===== src/hw/busCpuPkg.sv =====
`default_nettype none

package busCpuPkg;

    localparam int wordBits = 32;
    localparam int numRegs  = 16;
    localparam int memWords = 512;

    // Instruction field positions
    localparam int raMsb    = 26;        // ra is 26..23
    localparam int rbMsb    = 22;        // rb is 22..19
    localparam int rcMsb    = 18;        // rc is 18..15
    localparam int constMsb = 18;        // Constant is 18..0
    localparam int condLsb  = 19;        // Condition is 20..19

    typedef logic [wordBits-1:0]        wordT;
    typedef logic [2*wordBits-1:0]      dwordT;
    typedef logic [3:0]                 regIdxT;
    typedef logic [numRegs-1:0]         regMaskT;
    typedef logic [$clog2(memWords)-1:0] memAddrT;
    typedef logic [1:0]                 condT;

    // Branch condition codes
    localparam condT condZero    = 2'd0;
    localparam condT condNonzero = 2'd1;
    localparam condT condPos     = 2'd2;
    localparam condT condNeg     = 2'd3;

    typedef enum logic [4:0] {
        opAdd   = 5'd0,
        opSub   = 5'd1,
        opAnd   = 5'd2,
        opOr    = 5'd3,
        opShr   = 5'd4,
        opShra  = 5'd5,
        opShl   = 5'd6,
        opRor   = 5'd7,
        opRol   = 5'd8,
        opNeg   = 5'd9,
        opNot   = 5'd10,
        opMul   = 5'd11,
        opIncPc = 5'd12   // Bus plus one
    } aluOpT;

endpackage

`default_nettype wire


===== src/hw/conditionLogic.sv =====
`timescale 1ns/1ps
`default_nettype none

module conditionLogic (
    input  wire logic            clk,
    input  wire logic            rstN,
    input  wire busCpuPkg::wordT irWord,
    input  wire busCpuPkg::wordT busWord,
    input  wire logic            conIn,
    output logic                 conFlag
);

    busCpuPkg::condT cond;
    logic            condMet;

    always_comb begin
        cond = irWord[busCpuPkg::condLsb +: $bits(busCpuPkg::condT)];
        case (cond)
            busCpuPkg::condZero:    condMet = (busWord == '0);
            busCpuPkg::condNonzero: condMet = (busWord != '0);
            busCpuPkg::condPos:     condMet = !busWord[busCpuPkg::wordBits-1];
            default:                condMet = busWord[busCpuPkg::wordBits-1];  // Negative
        endcase
    end

    // Flag holds until the next conIn
    always_ff @(posedge clk or negedge rstN) begin
        if (!rstN) begin
            conFlag <= 1'b0;
        end else if (conIn) begin
            conFlag <= condMet;
        end
    end

endmodule

`default_nettype wire


===== config.mk =====
export PLATFORM = sky130hd
export DESIGN_NAME = conditionLogic
export DESIGN_NICKNAME = d
export VERILOG_FILES = /design/src/hw/busCpuPkg.sv /design/src/hw/conditionLogic.sv
export SDC_FILE = /design/constraint.sdc
export NUM_CORES = 1
export LEC_CHECK = 0
export BUFFER_PORTS_ARGS = -buffer_cell sky130_fd_sc_hd__buf_2
export CAP_MARGIN = 20
export CORE_AREA = 2 2 39 41
export DETAILED_ROUTE_END_ITERATION = 7
export DIE_AREA = 0 0 41 43
export HOLD_SLACK_MARGIN = 0.1
export MAX_ROUTING_LAYER = met4
export PLACE_DENSITY = 0.71
export SLEW_MARGIN = 5
export SYNTH_ARGS = -nofsm -noshare
export SYNTH_HDL_FRONTEND = slang
export SYNTH_SLANG_ARGS = --single-unit

===== constraint.sdc =====
create_clock -name clk -period 1.1 [get_ports clk]
set_input_delay 0.055 -clock clk [delete_from_list [all_inputs] [get_ports clk]]
set_output_delay 0.055 -clock clk [all_outputs]
set_load 0.02 [all_outputs]

# Word-level counts from Yosys, hierarchy flattened
# Index checks and enable logic that the tools add are counted.
[word_totals]
latchBits = 0
ramBits = 0
rom_bits = 0
input_bits = 67
wordCells = 8
memories = 0
output_inout_bits = 1
regBits = 1
[classes]
mul = 0
div_mod_pow = 0
n_bitwise = 0
eq_ne = 2
reduce_logical = 4
add_sub_neg = 0
order_cmp = 0
n_shift = 0
mux = 1
[op_table]
columns = ["op", "n"]
rows = [
  ["32-bit zero test", 1],
  ["32-bit nonzero test", 1],
  ["1-bit one-hot mux with 3 select lines", 1],
  ["2-bit by 1-bit == test with 1-bit output, second input constant", 1],
  ["2-bit == test, second input constant", 1],
  ["2-bit zero test", 1],
  ["1-bit zero test", 1],
]

# Longest topological paths before layout
[depth]
depth_word = 2
depth_mapped = 4
ltp_nobuf = 4

# Worst setup path before layout
# OpenSTA, ideal clock, no wires.
[synth_timing]
kind = "input port to flip-flop"
from = "input busWord[1]"
to = "register conFlag"
setup_time_ps = 69
path_buffers = 0
arrival_ps = 1016
required_time_ps = 1031
path_stages = 4
setup_slack_ps = 15
cell_sequence = "nor4_1 > nand4_1 > or4_1 > nand3_1"
[synth_between]
elab_chain_len = 2
word_cells_on_any_way = 3
classes_between = "1 x mux; 2 x reduce/logical"
[synth_lines]
columns = ["element", "line", "source"]
rows = [
  ["start: declaration", "conditionLogic.sv:8", "input wire busCpuPkg::wordT busWord,"],
  ["32-bit nonzero test or 32-bit zero test (tied branches)", "conditionLogic.sv:20, conditionLogic.sv:19", ""],
  ["1-bit one-hot mux with 3 select lines (*)", "conditionLogic.sv:18", "case (cond)"],
  ["end signal: assignment", "conditionLogic.sv:31", "conFlag <= condMet;"],
  ["end: declaration", "conditionLogic.sv:10", "output logic conFlag"],
]
# Every way passes the cells marked *; elsewhere a longest branch is shown, timed or not.
# A chain may end at the register's enable or synchronous reset.

# Worst setup path after layout
[layout_timing]
from = "input busWord[18]"
to = "register conFlag"
# Same word-level chain as after synthesis.

==> results.cfg <==
[sta]
finalSetupViolCount = 1
fin_skew_ns = 0
max-slew-margin-rel = 0.864
period_share = 1.06
worst_pin_slew_ns = 0.202
fmax_mhz = 856
hold_viol_final = 0
setup_ws_ns = -0.0677
final_max_slew_viol_count = 0
fin_crit_ns = 1.17
rsz0062_at_grt = true

[yosys]
yosysWarnings = 0
syn_inst = 22
ys_seq_area_frac = 0.167
syn_avg_cell_area_um2 = 6.82
netlist_area_um2 = 150
synth_cell_types = 14
yosysTopAreaCell = nor4_1
synth_area_leaders = nor4_1 (29%), dfrtp_1 (17%), nand3_1 (6.7%)
synth_seq_cells = 1
syn-num-nets = 89
synth_top_area_frac = 0.292

[die]
start_util = 0.108
core_um2 = 1380
die_w_um = 41
die-area_um2 = 1760
boundaryPins = 68
num_rows = 14
die_h_um = 43

[final_layout]
fillers = 147
drive_gt1_frac = 0.787
area_growth_syn_to_layout_pct = 220
mostFrequentLayoutCells = buf_2 (32), buf_6 (5), nor4_2 (4)
fin_area_um2 = 480
diodes = 0
largest_register_ff_count = 1
nets = 130
finalNonFillerCells = 77
multi_input_area_um2 = 198
seq_area_um2 = 25.0
final_common_cell = buf_2
top_register = conFlag
largestRegisters = conFlag (1)

[drt]
antenna_left = 0
wl_um = 777
routedWlPerCell_um = 10.1
drc_errors = 0
drt-initial-drc-count = 2
num_vias = 342
via_per_inst = 4.44
firstDrtPassIters = 2

[critical_path]
worst_ep_arrival_time_ns = 1.10
cp-start-kind = primary input
reg2regPathDepth = 2
r2r_slack_ns = 0.27
crit_required_ns = 1.03
r2r-start = conFlag
r2r-end = conFlag
cp-end-kind = register
path_max_fanout = 2
crit_type = primary input to register

[clock_tree]
clk_pin_slew_ns = 0
worstSkewPairLatency_ns = 0
cts_setup_buffers = 0

[global_route]
antenna_found_initial = 0
grt_max_degree = 4
grt_remaining_overflow = 0
grt_pass1_wl_um = 1160
grt_usage = 0.0890
grt_pass1_vias = 314

[placed_design]
port_buffers = 37
finalWeightedCongestion = 0.714
hpwl_um = 653
dp_cells = 76
placed_cell_area_um2 = 363

[power_and_ir_drop]
p_per_area_nw_per_um2 = 379
combPwrFrac = 0.753
p_leak_nw = 0.217
ir_drop_uv = 111
p_switching_w = 0.0000579
switching_share = 0.318
internal_power_w = 0.000124
clockPowerShare = 0
pwr-share-seq = 0.247

[status]
violations = setup timing
status = finished, violations left

[flow_run]
maxCapViolCount = 0

[hold_path]
min_path_type = primary input to asynchronous set/reset pin
layout make-up:
class | instances | area share
well taps | 16 | 0.0417
repair buffers | 39 | 0.487
flip-flops and latches | 1 | 0.0521
inverters | 1 | 0.00781
multi-input cells | 20 | 0.411
cells in the mapped netlist:
master and n:
nor4_1 7, nand3_1 2, nor2_1 2, a221oi_1 1, and3_2 1, dfrtp_1 1
inv_1 1, nand2_1 1, nand4_1 1, nor3_1 1, o21ai_0 1, or2b_1 1
or2b_2 1, or4_1 1
metrics by stage:
step / utilization / power (W) / setup WS [ns] / setup TNS (ns) / hold WS (ns)
3_3_place_gp: 0.262 / 0.000138 / -0.177 / -0.177 / -0.169
5_1_grt: 0.347 / 0.000196 / -0.149 / -0.149 / 0.410
6_report: 0.347 / 0.000182 / -0.0677 / -0.0677 / 0.364
4_1_cts: 0.310 / 0.000162 / -0.0714 / -0.0714 / 0.365
3_5_place_dp: 0.262 / 0.000141 / -0.277 / -0.277 / -0.167
2_1_floorplan: - / 0.0000698 / 0.0153 / 0 / -0.241
worst max path at each step:
stage                start       to  slack (ns)
2_1_floorplan   busWord[1]  conFlag        0.02
3_3_place_gp    busWord[5]  conFlag       -0.18
3_5_place_dp    busWord[1]  conFlag       -0.28
4_1_cts        busWord[13]  conFlag       -0.07
5_1_grt        busWord[18]  conFlag       -0.15
6_report       busWord[18]  conFlag       -0.07
cells by family (layout without fill, tap and decap cells):
group	count (synthesis)	count (layout)	share of synthesized area
simple gates	18	18	0.717
compound gates	2	2	0.0916
flops	1	1	0.167
buf+inv	1	40	0.0250
routing by layer:
metal / part of all wire / vias up / track usage
met2: 0.53 / 22 / 0.172
met4: 0 / 0 / 0
met1: 0.34 / 150 / 0.0981
met3: 0.12 / 0 / 0.00524
li1: - / 170 / -
met5: 0 / - / -
worst max-delay path, stage by stage:
cell and delay [ns]:
buf_2 0.12, nor4_4 0.23, nand3_1 0.12, or4_1 0.49, nand3_1 0.08
power groups by stage:
stage                     combinational, W  sequential (W)  clock, W
after floorplan                  0.0000197       0.0000501         0
after global placement           0.0000942       0.0000442         0
after detailed placement         0.0000967       0.0000445         0
after CTS                         0.000117       0.0000447         0
after global routing              0.000150       0.0000460         0
final                             0.000137       0.0000451         0
repair_timing:
item / 4_1_cts / 5_1_grt
endpoints found under the setup margin: 1 / 1
resized for setup: 9 / 7
pin swaps: 9 / 3
endpoints found under the hold margin: 1 / 0
hold buffers: 1 / 0
No activity file was read; power rests on OpenSTA's default activity.
