`src/hw/busCpuPkg.sv`:
```
`default_nettype none

package busCpuPkg;

    localparam int wordBits = 32;
    localparam int numRegs  = 16;
    localparam int memWords = 512;

    // Instruction field positions
    localparam int raMsb    = 26;        // ra is 26..23
    localparam int rbMsb    = 22;        // rb is 22..19
    localparam int rcMsb    = 18;        // rc is 18..15
    localparam int constMsb = 18;        // Constant is 18..0
    localparam int condLsb  = 19;        // Condition is 20..19

    typedef logic [wordBits-1:0]        wordT;
    typedef logic [2*wordBits-1:0]      dwordT;
    typedef logic [3:0]                 regIdxT;
    typedef logic [numRegs-1:0]         regMaskT;
    typedef logic [$clog2(memWords)-1:0] memAddrT;
    typedef logic [1:0]                 condT;

    // Branch condition codes
    localparam condT condZero    = 2'd0;
    localparam condT condNonzero = 2'd1;
    localparam condT condPos     = 2'd2;
    localparam condT condNeg     = 2'd3;

    typedef enum logic [4:0] {
        opAdd   = 5'd0,
        opSub   = 5'd1,
        opAnd   = 5'd2,
        opOr    = 5'd3,
        opShr   = 5'd4,
        opShra  = 5'd5,
        opShl   = 5'd6,
        opRor   = 5'd7,
        opRol   = 5'd8,
        opNeg   = 5'd9,
        opNot   = 5'd10,
        opMul   = 5'd11,
        opIncPc = 5'd12   // Bus plus one
    } aluOpT;

endpackage

`default_nettype wire

```
`src/hw/regFile.sv`:
```
`timescale 1ns/1ps
`default_nettype none

module regFile (
    input  wire logic               clk,
    input  wire logic               rstN,
    input  wire busCpuPkg::wordT    busWord,
    input  wire busCpuPkg::regMaskT regLoad,
    input  wire busCpuPkg::regMaskT regRead,
    input  wire logic               baOut,
    output busCpuPkg::wordT         regWord
);

    busCpuPkg::wordT regs [busCpuPkg::numRegs];

    always_ff @(posedge clk or negedge rstN) begin
        if (!rstN) begin
            for (int i = 0; i < busCpuPkg::numRegs; i++) begin
                regs[i] <= '0;
            end
        end else begin
            for (int i = 0; i < busCpuPkg::numRegs; i++) begin
                if (regLoad[i]) begin
                    regs[i] <= busWord;   // One-hot load
                end
            end
        end
    end

    // Read select is one-hot, so OR the picked words together
    always_comb begin
        regWord = '0;
        for (int i = 0; i < busCpuPkg::numRegs; i++) begin
            if (regRead[i]) begin
                regWord = regWord | regs[i];
            end
        end
        // Base address of zero when R0 is the base register
        if (baOut && regRead[0]) begin
            regWord = '0;
        end
    end

endmodule

`default_nettype wire

```
`config.mk`:
```
export PLATFORM = sky130hd
export DESIGN_NAME = regFile
export DESIGN_NICKNAME = d
export VERILOG_FILES = /design/src/hw/busCpuPkg.sv /design/src/hw/regFile.sv
export SDC_FILE = /design/constraint.sdc
export NUM_CORES = 1
export LEC_CHECK = 0
export BUFFER_PORTS_ARGS = -buffer_cell sky130_fd_sc_hd__clkbuf_2
export CAP_MARGIN = 5
export CORE_ASPECT_RATIO = 0.6
export CORE_MARGIN = 2
export CORE_UTILIZATION = 30
export DETAILED_ROUTE_END_ITERATION = 10
export GPL_TIMING_DRIVEN = 0
export RECOVER_POWER = 25
export SLEW_MARGIN = 10
export SYNTH_ARGS = -nofsm -noshare
export SYNTH_HDL_FRONTEND = slang
export SYNTH_SLANG_ARGS = --single-unit
```
`constraint.sdc`:
```
create_clock -name clk -period 1.1 [get_ports clk]
set_clock_uncertainty 0.15 [all_clocks]
set_input_delay 0 -clock clk [delete_from_list [all_inputs] [get_ports clk]]
set_output_delay 0 -clock clk [all_outputs]
set_load 0.05 [all_outputs]
```
Word level (Yosys, flattened, before mapping):

Index checks and enable logic that the tools add are counted.

* register bits after elaboration: 512
* logic and storage cells: 49
* output and inout port bits: 32

* reduce and logical (&&, ||, !) cells: 1
* bitwise operators: 15
* multiplexer cells: 17

Operators by type and width (number)
* 32-bit two-way mux: 17
* 32-bit OR: 15
* 1-bit logical AND: 1

Depth between registers and ports, before layout:

Gate-level depths: netlist (run 1).

* depth in word-level cells: 32
* mapped depth: 5
* mapped depth without buffers: 4

Worst setup path after synthesis (run 1):

No wires, ideal clock.

* path type: reg-to-output
* start: register regs[308] in the netlist's numbering
* end: output regWord[20]
* setup slack: -474 ps
* data arrival time: 1424 ps
* data required time: 950 ps
* path buffers: 0
* stages on the path, launching flop included: 5
* cell sequence: dfrtp_1 > a22o_1 > a221oi_2 > and3_1 > a31oi_1

* word-level cells in the longest chain between the ends: 21

Ends and longest elaborated chain
* from (decl): line regFile.sv:14 `busCpuPkg::wordT regs [busCpuPkg::numRegs];`
* from (signal, indexed assignment): line regFile.sv:24 `regs[i] <= busWord;`
* 32-bit OR (*): line regFile.sv:35 `regWord = regWord | regs[i];`
* 32-bit two-way mux (*): line regFile.sv:34 `if (regRead[i]) begin`
* 32-bit OR: line regFile.sv:35
* 32-bit two-way mux (*): line regFile.sv:34
* 32-bit OR: line regFile.sv:35
* 32-bit two-way mux (*): line regFile.sv:34
* 32-bit OR: line regFile.sv:35
* 32-bit two-way mux (*): line regFile.sv:34
* [... 5 more ...]
* 32-bit two-way mux (*): line regFile.sv:34
* 32-bit OR: line regFile.sv:35
* 32-bit two-way mux (*): line regFile.sv:34
* 32-bit OR: line regFile.sv:35
* 32-bit two-way mux (*): line regFile.sv:34
* 32-bit OR: line regFile.sv:35
* 32-bit two-way mux (*): line regFile.sv:34
* 32-bit two-way mux (*): line regFile.sv:39 `if (baOut && regRead[0]) begin`
* to (decl): line regFile.sv:11 `output busCpuPkg::wordT regWord`

Mark *: on every way between the ends. The rest lies on a longest branch, timed or not.

Final worst setup path (run 1):

* start: register regs[311] in the netlist's numbering
* end: output regWord[23]

Same word-level chain as after synthesis.

==> reports/qor.csv, run 1 <==
metric,value,unit
reg_top3,regs: 512 flops,
cp_data_required_time,0.95,ns
clkLatencyLatePin,0.59,ns
antenna_found_initial,2,
dp_cells,2555,
status,"finished, violations left",
rsz0062_at_grt,yes,
dieHeight,213.9,um
crit_slowest_cell,dfrtp_1,
tritoncts,built,
post_route_cells_drive_above_1_share,52.03,%
grt_max_degree,108,
syn_nets,1561,
yosys.area.top_type,dfrtp_1,
ys_seq_elements,512,
endpoint_kind,primary output,
dp_hpwl,45.95,mm
whs,-0.6317,ns
synth.avg_cell_area,14.75,um^2
cts.htree.levels,2,
io_buffers,81,
grt_pass1_wl,101.0,mm
fin_crit_sh,200.2,%
synth_area_leaders,"dfrtp_1 (58%), mux2_2 (24%), a22o_1 (3.7%)",
slowest_delay,0.37,ns
ir_drop,1082,uV
place_congestion,0.8120,
initial_core_util,30.50,%
grt_usage,17.67,%
clk_pin_slew_worst_paths,0.06,ns
violations,"negative hold slack, negative setup slack",
p_total,47.91,mW
worstMarginPinSlew,1.331,ns
wl_per_cell,24.85,um
drc,0,
numClockSinks,512,
num_antenna_cells,0,
cp.arrival,2.05,ns
crit_fanout,2,
critPathKind,register to primary output,
die_w,353.9,um
relSlewSlack,11.30,%
final_nets,1753,
overflow,0,
first_iter_violations,954,
yosys_warnings,0,
fin_crit,2.202,ns
grt_busiest_layer,met1,
setup_viol,374,
drt-vias-per-instance,5.257,
io_pins,99,
largest_register,regs,
row_count,76,
largest_reg_flops,512,
final_cell_count_no_fill,2699,
setup_ws,-1.102,ns
fmax,0.4541,GHz
area_delta_synth_final,26.04,%
die_area,0.07572,mm^2
cp_top_family,compound AO/OA/AOI/OAI gates,
routed_wl,67.08,mm
p_leak,11.27,nW
nFillCells,6723,
hold_violations,176,
critical_path_buf_inv_count,1,
post-route-util,38.44,%
cts_max_path_buffers,3,
start_kind,register,
grt_util_met1,26.62,%
numCtsBuffers,48,
yosysSeqAreaShare,58.14,%
first_global_vias,15140,
synth_top_area_share,58.14,%
hp-class,input port to async pin,
cts-root-buf,clkbuf_16,
synth_cell_type_count,17,
ant_nets,0,
synthCells,1494,
path_cells,a22o_1 > a221oi_2 > and3_4 > a31oi_4 > buf_8,
slew_viol_final,0,
use_met3,4.678,%
vias,14190,
synth_area,0.02204,mm^2
core,0.07227,mm^2
powerDensity,1725,mW/mm^2
maxCapViolCount,0,
grt_util_met2,25.02,%
dr.pass1.iters,4,
[cell usage in the layout, fill, tap and decap left out, types with 2 or more instances in the layout]
cell           instances
a22o_2                 2
mux2_2               473
a22oi_1               64
clkbuf_16             49
and3_4                30
a22o_1                94
dfrtp_1              512
clkbuf_2              62
a31oi_4               32
bufbuf_16              2
buf_2                 50
a221oi_2              81
clkbuf_4              13
dlygate4sd3_1         49
buf_16                 3
bufinv_16              9
and3_1                 2
buf_6                 18
a221oi_4              15
clkbuf_8              13
mux2_1                38
buf_4                  9
buf_1                  2
clkbuf_1              64
clkinv_2               3
buf_8                 27
[report_power, final]
group / switching, mW / internal, mW
logic: 3.75 / 3.40
registers: 1.18 / 20.7
clock network: 7.63 / 11.2
[Yosys cell counts, drive strengths merged]
cell and n:
dfrtp 512, clkbuf 72, mux2 512, a22o 96, buf 77, a221oi 96, a31oi 32, and2 1
and3 32, a22oi 64
[metal layers]
layer	wire [um]	up-vias
li1	-	6070
met3	4500	83
met1	33080	7658
met2	28280	373
met5	35	-
met4	1180	4
[worst register-to-register path: cells and delay by family (launching register included)]
kind / cells / cell delay, ns
flip-flops: 1 / 0.38
buffers and inverters: 1 / 0.13
multiplexers: 1 / 0.26
[area by class of cell]
type | instances | area [um^2] | share of cell area (%)
Tap cell | 975 | 1220 | 4.392
Timing Repair Buffer | 142 | 1418 | 5.103
Clock inverter | 16 | 347.8 | 1.252
Clock buffer | 72 | 1443 | 5.193
Sequential cell | 512 | 12810 | 46.12
Multi-Input combinational cell | 833 | 9741 | 35.07
Buffer | 149 | 797.0 | 2.869
[through the flow]
stage	setup TNS (ns)	instance area [um^2]	setup slack [ns]
finish	-100.32	27780	-1.102
global route	-182.15	27780	-1.141
CTS	-63.78	27610	-1.110
detailed placement	-313.48	24710	-0.9937
global placement	-6045.26	24560	-11.64
floorplan	-5.164	22940	-0.1871
[what timing repair did]
action                                  in CTS  in global routing
endpoints found under the setup margin     134                351
buffers inserted                             2                  2
hold endpoints to repair                   663                486
resized for setup                          112                106
pin swaps                                   28                 19
hold buffers                                48                 15
cloned                                       3                  0
[final timing paths]
check,start,to,slack (ns),cells after the start
max in group asynchronous,rstN,regs[167],-0.54,4
min reg2reg,regs[485],regs[485],0.34,1
max,regs[311],regWord[23],-1.10,5
max reg2reg,regs[337],regs[337],0.06,2
min,rstN,regs[188],-0.63,1
min in group clk,regLoad[0],regs[480],-0.21,2
[cells by family (layout without fill, tap and decap cells)]
family	Yosys count	count (layout)	share of synthesized area [%]
AO/OA/AOI/OAI	288	288	11.55
buffers and inverters	149	379	3.213
flip-flops	512	512	58.14
multiplexers	512	512	26.16
AND/OR/NAND/NOR	33	33	0.9368
Power figures use the tool's default switching activity.
==> run 2: changes to the inputs <==
- SETUP_SLACK_MARGIN: default -> 0.05
- SKIP_CTS_REPAIR_TIMING: default -> 1
- clock period: 1.1 -> 2.5 ns (I/O delays scaled with it)
==> reports/qor.csv, run 2 (synthesis gave the netlist of run 1 again) <==
metric,value,unit
post_route_cells_drive_above_1_share,42.21,%
numCtsBuffers,47,
post-route-util,35.88,%
startpoint,regs[319],
design_area,0.02593,mm^2
first_iter_violations,1083,
dieHeight,213.9,um
grt_pass1_wl,92.57,mm
io_buffers,81,
cp_data_required_time,2.35,ns
start_kind,register,
powerDensity,756.5,mW/mm^2
io_pins,99,
hp-class,input port to register,
first_global_vias,14440,
numClockSinks,512,
clk_pin_slew_worst_paths,0.07,ns
fmax,0.4164,GHz
min_from,busWord[5],
reg_top3,regs: 512 flops,
rsz0062_at_grt,no,
overflow,0,
antenna_found_initial,3,
dp_hpwl,44.39,mm
final_common_cell,dfrtp_1,
setup_viol,0,
fin_crit_sh,96.05,%
largest_reg_flops,512,
core,0.07227,mm^2
final_cell_count_no_fill,2696,
clkLatencyLatePin,0.57,ns
grt_usage,15.93,%
routed_wl,61.52,mm
status,"finished, final reports clean",
tritoncts,built,
hold_violations,0,
crit_fanout,2,
area_delta_synth_final,17.66,%
wl_per_cell,22.82,um
drt-vias-per-instance,5.223,
dp_cells,2555,
cts-root-buf,clkbuf_16,
rr_startpoint,regs[96],
maxCapViolCount,0,
slew_viol_final,0,
final_cell_mix,"dfrtp_1 (512), mux2_2 (474), clkbuf_1 (102)",
fin_crit,2.401,ns
critPathKind,register to primary output,
dr.pass1.iters,5,
largest_register,regs,
p_leak,10.76,nW
place_congestion,0.8272,
ir_drop,495.9,uV
whs,0.1579,ns
r2r_slack,1.04,ns
final_nets,1751,
worstMarginPinSlew,1.077,ns
die_w,353.9,um
die_area,0.07572,mm^2
row_count,76,
endpoint_kind,primary output,
drc,0,
cts.htree.levels,2,
cts_max_path_buffers,3,
placed_area,0.02381,mm^2
cp.arrival,2.25,ns
relSlewSlack,28.17,%
vias,14080,
grt_max_degree,111,
p_total,19.62,mW
ant_nets,0,
initial_core_util,30.50,%
## run 2: report_power, final
| part | internal (mW) | switching, mW |
|---|---|---|
| sequential | 9.12 | 0.462 |
| clock | 4.17 | 3.21 |
| combinational | 1.26 | 1.40 |
## run 2: critical path: stages (launching register included)
cell and delay (ns):
dfrtp_1 0.38, a22o_2 0.25, a221oi_1 0.23, and3_1 0.23, a31oi_1 0.25, clkbuf_2 0.33
## run 2: metal layers
layer	share of wire [%]	global-route usage (%)	wire [um]	vias to the layer above
li1	-	-	-	6079
met1	49	23.81	30350	7560
met3	6.2	3.834	3795	81
met2	42	23.07	26090	360
met5	0	0	0	-
met4	2.1	3.799	1285	0
## run 2: stage by stage
step	setup TNS (ns)	setup WS, ns
floorplan	0	0.9263
CTS	0	0.08387
detailed placement	0	0.2880
finish	0	0.09863
global placement	-5107.63	-10.09
global route	0	0.02691
## run 2: worst paths after layout
| path | end | cells past startpoint |
|---|---|---|
| min reg2reg | regs[499] | 1 |
| max | regWord[31] | 5 |
| min | regs[485] | 3 |
| min in group asynchronous | regs[173] | 4 |
| max reg2reg | regs[96] | 2 |
| max in group asynchronous | regs[39] | 6 |
## run 2: area by class of cell
| type | count | area [um^2] |
|---|---|---|
| antenna | 1 | 2.502 |
| buffer | 149 | 681.9 |
| clock buffer | 68 | 1385 |
| clock inverter | 17 | 176.4 |
| fill | 6863 | 46340 |
| multi-input combinational | 833 | 8531 |
| sequential | 512 | 12810 |
| tap | 975 | 1220 |
| timing repair buffer | 141 | 1122 |
