==> src/hw/busCpuPkg.sv <==
`default_nettype none

package busCpuPkg;

    localparam int wordBits = 32;
    localparam int numRegs  = 16;
    localparam int memWords = 512;

    // Instruction field positions
    localparam int raMsb    = 26;        // ra is 26..23
    localparam int rbMsb    = 22;        // rb is 22..19
    localparam int rcMsb    = 18;        // rc is 18..15
    localparam int constMsb = 18;        // Constant is 18..0
    localparam int condLsb  = 19;        // Condition is 20..19

    typedef logic [wordBits-1:0]        wordT;
    typedef logic [2*wordBits-1:0]      dwordT;
    typedef logic [3:0]                 regIdxT;
    typedef logic [numRegs-1:0]         regMaskT;
    typedef logic [$clog2(memWords)-1:0] memAddrT;
    typedef logic [1:0]                 condT;

    // Branch condition codes
    localparam condT condZero    = 2'd0;
    localparam condT condNonzero = 2'd1;
    localparam condT condPos     = 2'd2;
    localparam condT condNeg     = 2'd3;

    typedef enum logic [4:0] {
        opAdd   = 5'd0,
        opSub   = 5'd1,
        opAnd   = 5'd2,
        opOr    = 5'd3,
        opShr   = 5'd4,
        opShra  = 5'd5,
        opShl   = 5'd6,
        opRor   = 5'd7,
        opRol   = 5'd8,
        opNeg   = 5'd9,
        opNot   = 5'd10,
        opMul   = 5'd11,
        opIncPc = 5'd12   // Bus plus one
    } aluOpT;

endpackage

`default_nettype wire

==> src/hw/selectEncode.sv <==
`timescale 1ns/1ps
`default_nettype none

module selectEncode (
    input  wire busCpuPkg::wordT irWord,
    input  wire logic            gra,
    input  wire logic            grb,
    input  wire logic            grc,
    input  wire logic            rIn,
    input  wire logic            rOut,
    input  wire logic            baOut,
    output busCpuPkg::regMaskT   regLoad,
    output busCpuPkg::regMaskT   regRead,
    output busCpuPkg::wordT      constWord
);

    localparam int idxBits = $bits(busCpuPkg::regIdxT);

    busCpuPkg::regIdxT  regSel;
    busCpuPkg::regMaskT regOneHot;

    // One field at a time, ra wins
    always_comb begin
        if (gra) begin
            regSel = irWord[busCpuPkg::raMsb -: idxBits];
        end else if (grb) begin
            regSel = irWord[busCpuPkg::rbMsb -: idxBits];
        end else if (grc) begin
            regSel = irWord[busCpuPkg::rcMsb -: idxBits];
        end else begin
            regSel = '0;
        end
    end

    always_comb begin
        regOneHot = busCpuPkg::regMaskT'(1) << regSel;
        regLoad   = rIn ? regOneHot : '0;
        // BAout reads like Rout, the R0 rule lives in the register file
        regRead   = (rOut || baOut) ? regOneHot : '0;
    end

    // Sign-extend the 19-bit constant
    assign constWord = {{(busCpuPkg::wordBits - busCpuPkg::constMsb - 1)
                          {irWord[busCpuPkg::constMsb]}},
                        irWord[busCpuPkg::constMsb:0]};

endmodule

`default_nettype wire

==> config.mk <==
export PLATFORM = sky130hd
export DESIGN_NAME = selectEncode
export DESIGN_NICKNAME = d
export VERILOG_FILES = /design/src/hw/busCpuPkg.sv /design/src/hw/selectEncode.sv
export SDC_FILE = /design/constraint.sdc
export NUM_CORES = 1
export LEC_CHECK = 0
export ABC_CLOCK_PERIOD_IN_PS = 2600
export BUFFER_PORTS_ARGS = -buffer_cell sky130_fd_sc_hd__buf_2
export CAP_MARGIN = 0
export CORE_MARGIN = 2
export CORE_UTILIZATION = 28
export DETAILED_ROUTE_END_ITERATION = 10
export PLACE_DENSITY_LB_ADDON = 0.1
export SYNTH_ARGS = -nofsm -noshare
export SYNTH_HDL_FRONTEND = slang
export SYNTH_SLANG_ARGS = --single-unit
==> constraint.sdc <==
create_clock -name vclk -period 2.6
set_clock_uncertainty 0.2 [all_clocks]
set_input_delay 0.52 -clock vclk [all_inputs]
set_output_delay 0.52 -clock vclk [all_outputs]
set_load 0.005 [all_outputs]
Word-level counts from Yosys, hierarchy flattened
Index checks and enable logic that the tools add are counted.
{"block": "word_totals", "wordCells": 7, "output_inout_bits": 64, "reg_bits": 0}
{"block": "classes", "reduce_logical": 1, "shifts": 1, "muxes": 5}
{"operator": "$mux 16", "n": 2}
{"operator": "$shl 1x4->16 const A", "n": 1}
{"operator": "$mux 4", "n": 3}
{"operator": "$logic_or 1x1->1", "n": 1}

Longest topological paths before layout
Gate-level depths: netlist of the first run.
{"block": "logic_depth", "depth_word": 5, "mapped_depth": 5}

Worst setup path after synthesis of the first run
No wires, ideal clock.
{"block": "synth_timing", "kind": "input -> output", "start": "in gra", "end": "out regLoad[12]", "arrival_ps": 1509, "path_slack_ps": 371, "n_path_buf": 2, "cell_stages": 5, "path_cell_list": "buf_4 > and2b_1 > a21o_1 > buf_6 > nor4_1"}
{"block": "synth_between", "elab_chain_cells": 3}
{"element": "start, declared", "line": "selectEncode.sv:6", "source": "input wire logic gra,"}
{"element": "$mux 4", "line": "selectEncode.sv:24", "source": "if (gra) begin"}
{"element": "$shl 1x4->16", "line": "selectEncode.sv:36", "source": "regOneHot = busCpuPkg::regMaskT'(1) << regSel;"}
{"element": "$mux 16", "line": "selectEncode.sv:37", "source": "regLoad = rIn ? regOneHot : '0;"}
{"element": "end, declared", "line": "selectEncode.sv:12", "source": "output busCpuPkg::regMaskT regLoad,"}
No other way between the ends.

Final worst setup path of the first run
{"block": "layout_timing", "start": "in grb", "end": "out regLoad[8]"}
{"block": "layout_between", "elab_chain_cells": 4}
{"element": "start, declared", "line": "selectEncode.sv:7", "source": "input wire logic grb,"}
{"element": "$mux 4", "line": "selectEncode.sv:26", "source": "end else if (grb) begin"}
{"element": "$mux 4", "line": "selectEncode.sv:24"}
{"element": "$shl 1x4->16", "line": "selectEncode.sv:36"}
{"element": "$mux 16", "line": "selectEncode.sv:37"}
No other way between the ends.

==> flow_summary.yaml, run 1 <==
pwr:
  intPower_w: 0.0000704
  power.share.combinational_pct: 100.0
  power_switching_w: 0.000103
  power_frac_seq_pct: 0
  powerDensity_mw_per_mm2: 177
  irDropWorstVdd_mv: 0.103
  switching_share_pct: 59.5
  leakage_nw: 0.475
  clkPwrFrac_pct: 0
  power_w: 0.000174
clock_network:
  cts_setup_buffers: 0
critical_path:
  crit_fanout: 16
  cp-end-kind: "output port"
  crit_required_ps: 1880
  critical_path_class: "input pin to output port"
  worstPathArrival_ps: 1850
  cp-start-kind: "input pin"
  crit_start: "grb"
  cp-endpoint: "regLoad[8]"
grt:
  grt_pass1_wl_mm: 3.66
  grt_pass1_vias: 797
  antenna_found_initial: 0
  grt_use_total_pct: 13.4
  grt_max_degree: 17
  grt_overflow: 0
drt:
  viasPerCell: 5.57
  firstDrtPassIters: 4
  drt-initial-drc-count: 16
  ant_nets: 0
  post-route-drc-count: 0
  wl_mm: 2.54
  num_vias: 974
  wl_per_cell_um: 14.5
yosys:
  synth_area_leaders: "buf_4 32%, nor4_1 25%, buf_6 4.3%, nand3b_1 3.8%, o311ai_0 3.3%"
  synth_area_um2: 788
  synth_warnings: 0
  synth_fp_nets: 150
  avgSynthCellArea_um2: 7.04
  synth_top_area_cell: "buf_4"
  synth.distinct_cells: 27
  yosysSeqAreaShare_pct: 0
  synth.top_cell.area_share_pct: 32.4
  syn_inst: 112
layout:
  final_common_cell: "buf_2"
  n_fill_cell: 308
  fin_nets: 184
  instances_no_fill: 175
  seq_area_um2: 0
  syn2layout_area_growth_pct: 24.1
  clkbuf_count: 0
  flops_and_latches: 0
  diodes: 0
  multi_input_area_um2: 548
  drive_gt1_share_pct: 60.4
  layout_common_cells: "67 x buf_2, 26 x nor4_1, 7 x buf_4"
placement:
  placed_cells: 175
  io_buffers: 67
  place_hpwl_mm: 2.00
  routabilityCongestion: 0.764
floorplanning:
  core-area_mm2: 0.00271
  die_area_mm2: 0.00326
  start_util_pct: 29.1
  die_h_um: 57.1
  die_x_um: 57.1
  pin_count: 102
  row_count: 19
timing:
  fin_crit_ps: 2570
  maxSlewViolCount: 0
  setup_viol: 0
  fmax_mhz: 390
  holdWs_ps: 840
  relSlewSlack_pct: 48.3
  final_hold_viol_count: 0
  worst_pin_slew_ps: 776
  fin_crit_sh_pct: 98.7
  rsz0062_at_grt: "yes"
status:
  status: "completed"
worst_hold_path:
  hp-start: "irWord[14]"
  holdCritPathClass: "input pin to output port"
run:
  maxCapViolations: 0
## layout make-up
type,count,area share (%)
Multi-Input combinational cell,69,56.0
Timing Repair Buffer,74,39.6
Tap cell,31,3.96
Inverter,1,0.384
## logic make-up after synthesis
kind of cell	Yosys count	synth area share, %
AOI/OAI and AO/OA	15	15.6
buffers and inverters	43	40.2
and+or+nand+nor	54	44.3
## Yosys cell counts
| cell | count |
|---|---|
| and2b_1 | 1 |
| and3b_1 | 2 |
| o32a_1 | 2 |
| or4bb_1 | 1 |
| and2_1 | 2 |
| buf_4 | 34 |
| buf_2 | 4 |
| a21o_1 | 1 |
| a22oi_1 | 1 |
| o311ai_0 | 3 |
| a22o_1 | 1 |
| o31ai_2 | 1 |
| inv_1 | 1 |
| a32oi_1 | 1 |
| o31ai_1 | 1 |
| nand4_1 | 2 |
| or2_2 | 1 |
| clkbuf_1 | 1 |
| o31a_1 | 1 |
| nand3b_1 | 4 |
| nor2b_1 | 1 |
| buf_6 | 3 |
| nand4bb_1 | 1 |
| a21oi_1 | 3 |
| nor4_1 | 32 |
| nand2b_1 | 3 |
| nand2_1 | 4 |
## repair_timing
item	CTS	global route
setup endpoints to repair	28	20
resized for setup	4	11
hold buffers	0	0
## worst min path at each step
| stage | endpoint | cells past startpoint |
|---|---|---|
| global route | constWord[7] | 0 |
| finish | constWord[14] | 0 |
| global placement | constWord[6] | 0 |
| floorplan | constWord[0] | 1 |
| detailed placement | constWord[6] | 0 |
| CTS | constWord[6] | 0 |
## per-stage QoR
step	worst slack [ps]	TNS, ps	utilization [%]	cell area (µm²)
finish	34.7	0	36.1	978
global route	-33.2	-257	36.1	978
CTS	18.3	0	34.0	921
detailed placement	-178	-3250	33.3	902
global placement	-160	-2220	33.3	902
floorplan	371	0	-	788
## power groups by stage
stage / clock [W] / sequential, W / combinational, W
final: 0 / 0 / 0.000174
after CTS: 0 / 0 / 0.000162
after detailed placement: 0 / 0 / 0.000158
after global placement: 0 / 0 / 0.000155
after global routing: 0 / 0 / 0.000189
after floorplan: 0 / 0 / 0.000134
## critical path, stage by stage
cell and delay [ps]:
buf_2 120, buf_4 160, nand3b_1 230, a21o_4 320, nor4_1 320, buf_2 170
## layer usage
metal	wire length, µm	vias to the layer above	track usage (%)
li1	-	480	-
met1	1100	438	17.7
met2	1190	50	24.3
met3	236	6	1.59
met4	19	0	1.33
met5	0	-	0
Power figures use the tool's default switching activity.
==> run 2, diff against run 1 <==
ABC_CLOCK_PERIOD_IN_PS = 2650   (was 2600)
MAX_ROUTING_LAYER = met4   (was unset)
SLEW_MARGIN = 25   (was unset)
clock period = 2.65 ns   (was 2.6 ns; I/O delays follow)
==> run 2 against run 1 <==
Worst hold slack improved by 20 ps. Sequential cell count unchanged. Via count decreased by 1.3%. Setup slack improved by 40 ps. Largest power group unchanged. Wire length decreased by 2.4%. Sequential share of layout area unchanged. Clock-buffer cell count unchanged. Cell area decreased by 2.8%. Total power decreased by 4.4%. Utilization decreased by 1.0 points. Cell count unchanged.
==> flow_summary.yaml, run 2 (synthesis gave the netlist of run 1 again) <==
grt:
  grt_use_total_pct: 13.6
  grt_max_degree: 17
  grt_overflow: 0
  antenna_found_initial: 0
  grt_pass1_vias: 779
  grt_pass1_wl_mm: 3.64
critical_path:
  worst-path-buf-inv: 3
  slowest_delay_ps: 470
  cpLargestDelayFamily: "compound AO/OA/AOI/OAI gates"
  cp-end-kind: "output port"
  crit_chain: "buf_2 -> buf_4 -> and3b_1 -> o32a_2 -> nor4_1 -> buf_2"
  crit_required_ps: 1920
  cp-start-kind: "input pin"
  cpMaxStageDelayCell: "o32a_2"
  critical_path_class: "input pin to output port"
  worstPathArrival_ps: 1840
  cp_common_cell: "buf_2"
  crit_fanout: 9
pwr:
  power_frac_seq_pct: 0
  power.share.combinational_pct: 100.0
  clkPwrFrac_pct: 0
  switching_share_pct: 59.5
  leakage_nw: 0.465
  powerDensity_mw_per_mm2: 175
  intPower_w: 0.0000672
  irDropWorstVdd_mv: 0.0926
  power_switching_w: 0.0000988
  power_w: 0.000166
layout:
  drive_gt1_share_pct: 58.3
  diodes: 0
  syn2layout_area_growth_pct: 20.6
  layout_common_cells: "68 x buf_2, 28 x nor4_1, 6 x buf_4"
  fin_nets: 184
  fin_util_pct: 35.1
  instances_no_fill: 175
  seq_area_um2: 0
  n_fill_cell: 305
  final_common_cell: "buf_2"
  flops_and_latches: 0
  clkbuf_count: 0
drt:
  viasPerCell: 5.49
  ant_nets: 0
  num_vias: 961
  post-route-drc-count: 0
  drt-initial-drc-count: 38
  wl_mm: 2.48
  wl_per_cell_um: 14.1
  firstDrtPassIters: 4
timing:
  fin_crit_sh_pct: 97.2
  holdWs_ps: 860
  worst_pin_slew_ps: 612
  fin_crit_ps: 2570
  rsz0062_at_grt: "yes"
  fmax_mhz: 388
  relSlewSlack_pct: 59.2
  setup_viol: 0
  maxSlewViolCount: 0
  final_hold_viol_count: 0
floorplanning:
  row_count: 19
  die_area_mm2: 0.00326
  core-area_mm2: 0.00271
  die_h_um: 57.1
  start_util_pct: 29.1
  pin_count: 102
  die_x_um: 57.1
placement:
  place_hpwl_mm: 1.99
  placed_cells: 175
  routabilityCongestion: 0.764
  io_buffers: 67
clock_network:
  postCtsHoldBufs: 0
worst_hold_path:
  holdCritPathClass: "input pin to output port"
run:
  maxCapViolations: 0
status:
  status: "completed"
run 2: per-stage QoR:
step	setup TNS, ps	worst slack (ps)	cell area, µm²
2_1_floorplan	0	401	788
3_3_place_gp	-1690	-139	895
3_5_place_dp	-1040	-76.5	900
4_1_cts	0	11.7	912
5_1_grt	-79.2	-31.5	951
6_report	0	75.0	951
run 2: cell type report:
| type | instances | area, µm² | share of cell area, % |
|---|---|---|---|
| inverters | 1 | 3.75 | 0.395 |
| multi-input cells | 69 | 523 | 55.0 |
| well taps | 31 | 38.8 | 4.08 |
| repair buffers | 74 | 385 | 40.5 |
run 2: metal layers:
metal	vias to the layer above	GRT usage, %	wire length (µm)
li1	472	-	-
met1	425	19.2	1120
met2	56	21.3	1080
met3	8	1.13	235
met4	0	2.66	44
met5	-	-	0
run 2: worst paths after layout:
| check | from | endpoint | slack [ps] | cells past startpoint |
|---|---|---|---|---|
| worst max-delay path | grb | regLoad[1] | 80 | 6 |
| worst min-delay path | irWord[14] | constWord[14] | 860 | 0 |
run 2: repair_timing:
action	4_1_cts	5_1_grt
buffers inserted	0	0
hold endpoints to repair	0	0
gates resized for setup	2	8
setup endpoints to repair	22	22
run 2: power by group through the flow:
stage,clock [W],sequential [W],combinational [W]
3_3_place_gp,0,0,0.000151
6_report,0,0,0.000166
5_1_grt,0,0,0.000182
2_1_floorplan,0,0,0.000132
3_5_place_dp,0,0,0.000154
4_1_cts,0,0,0.000158
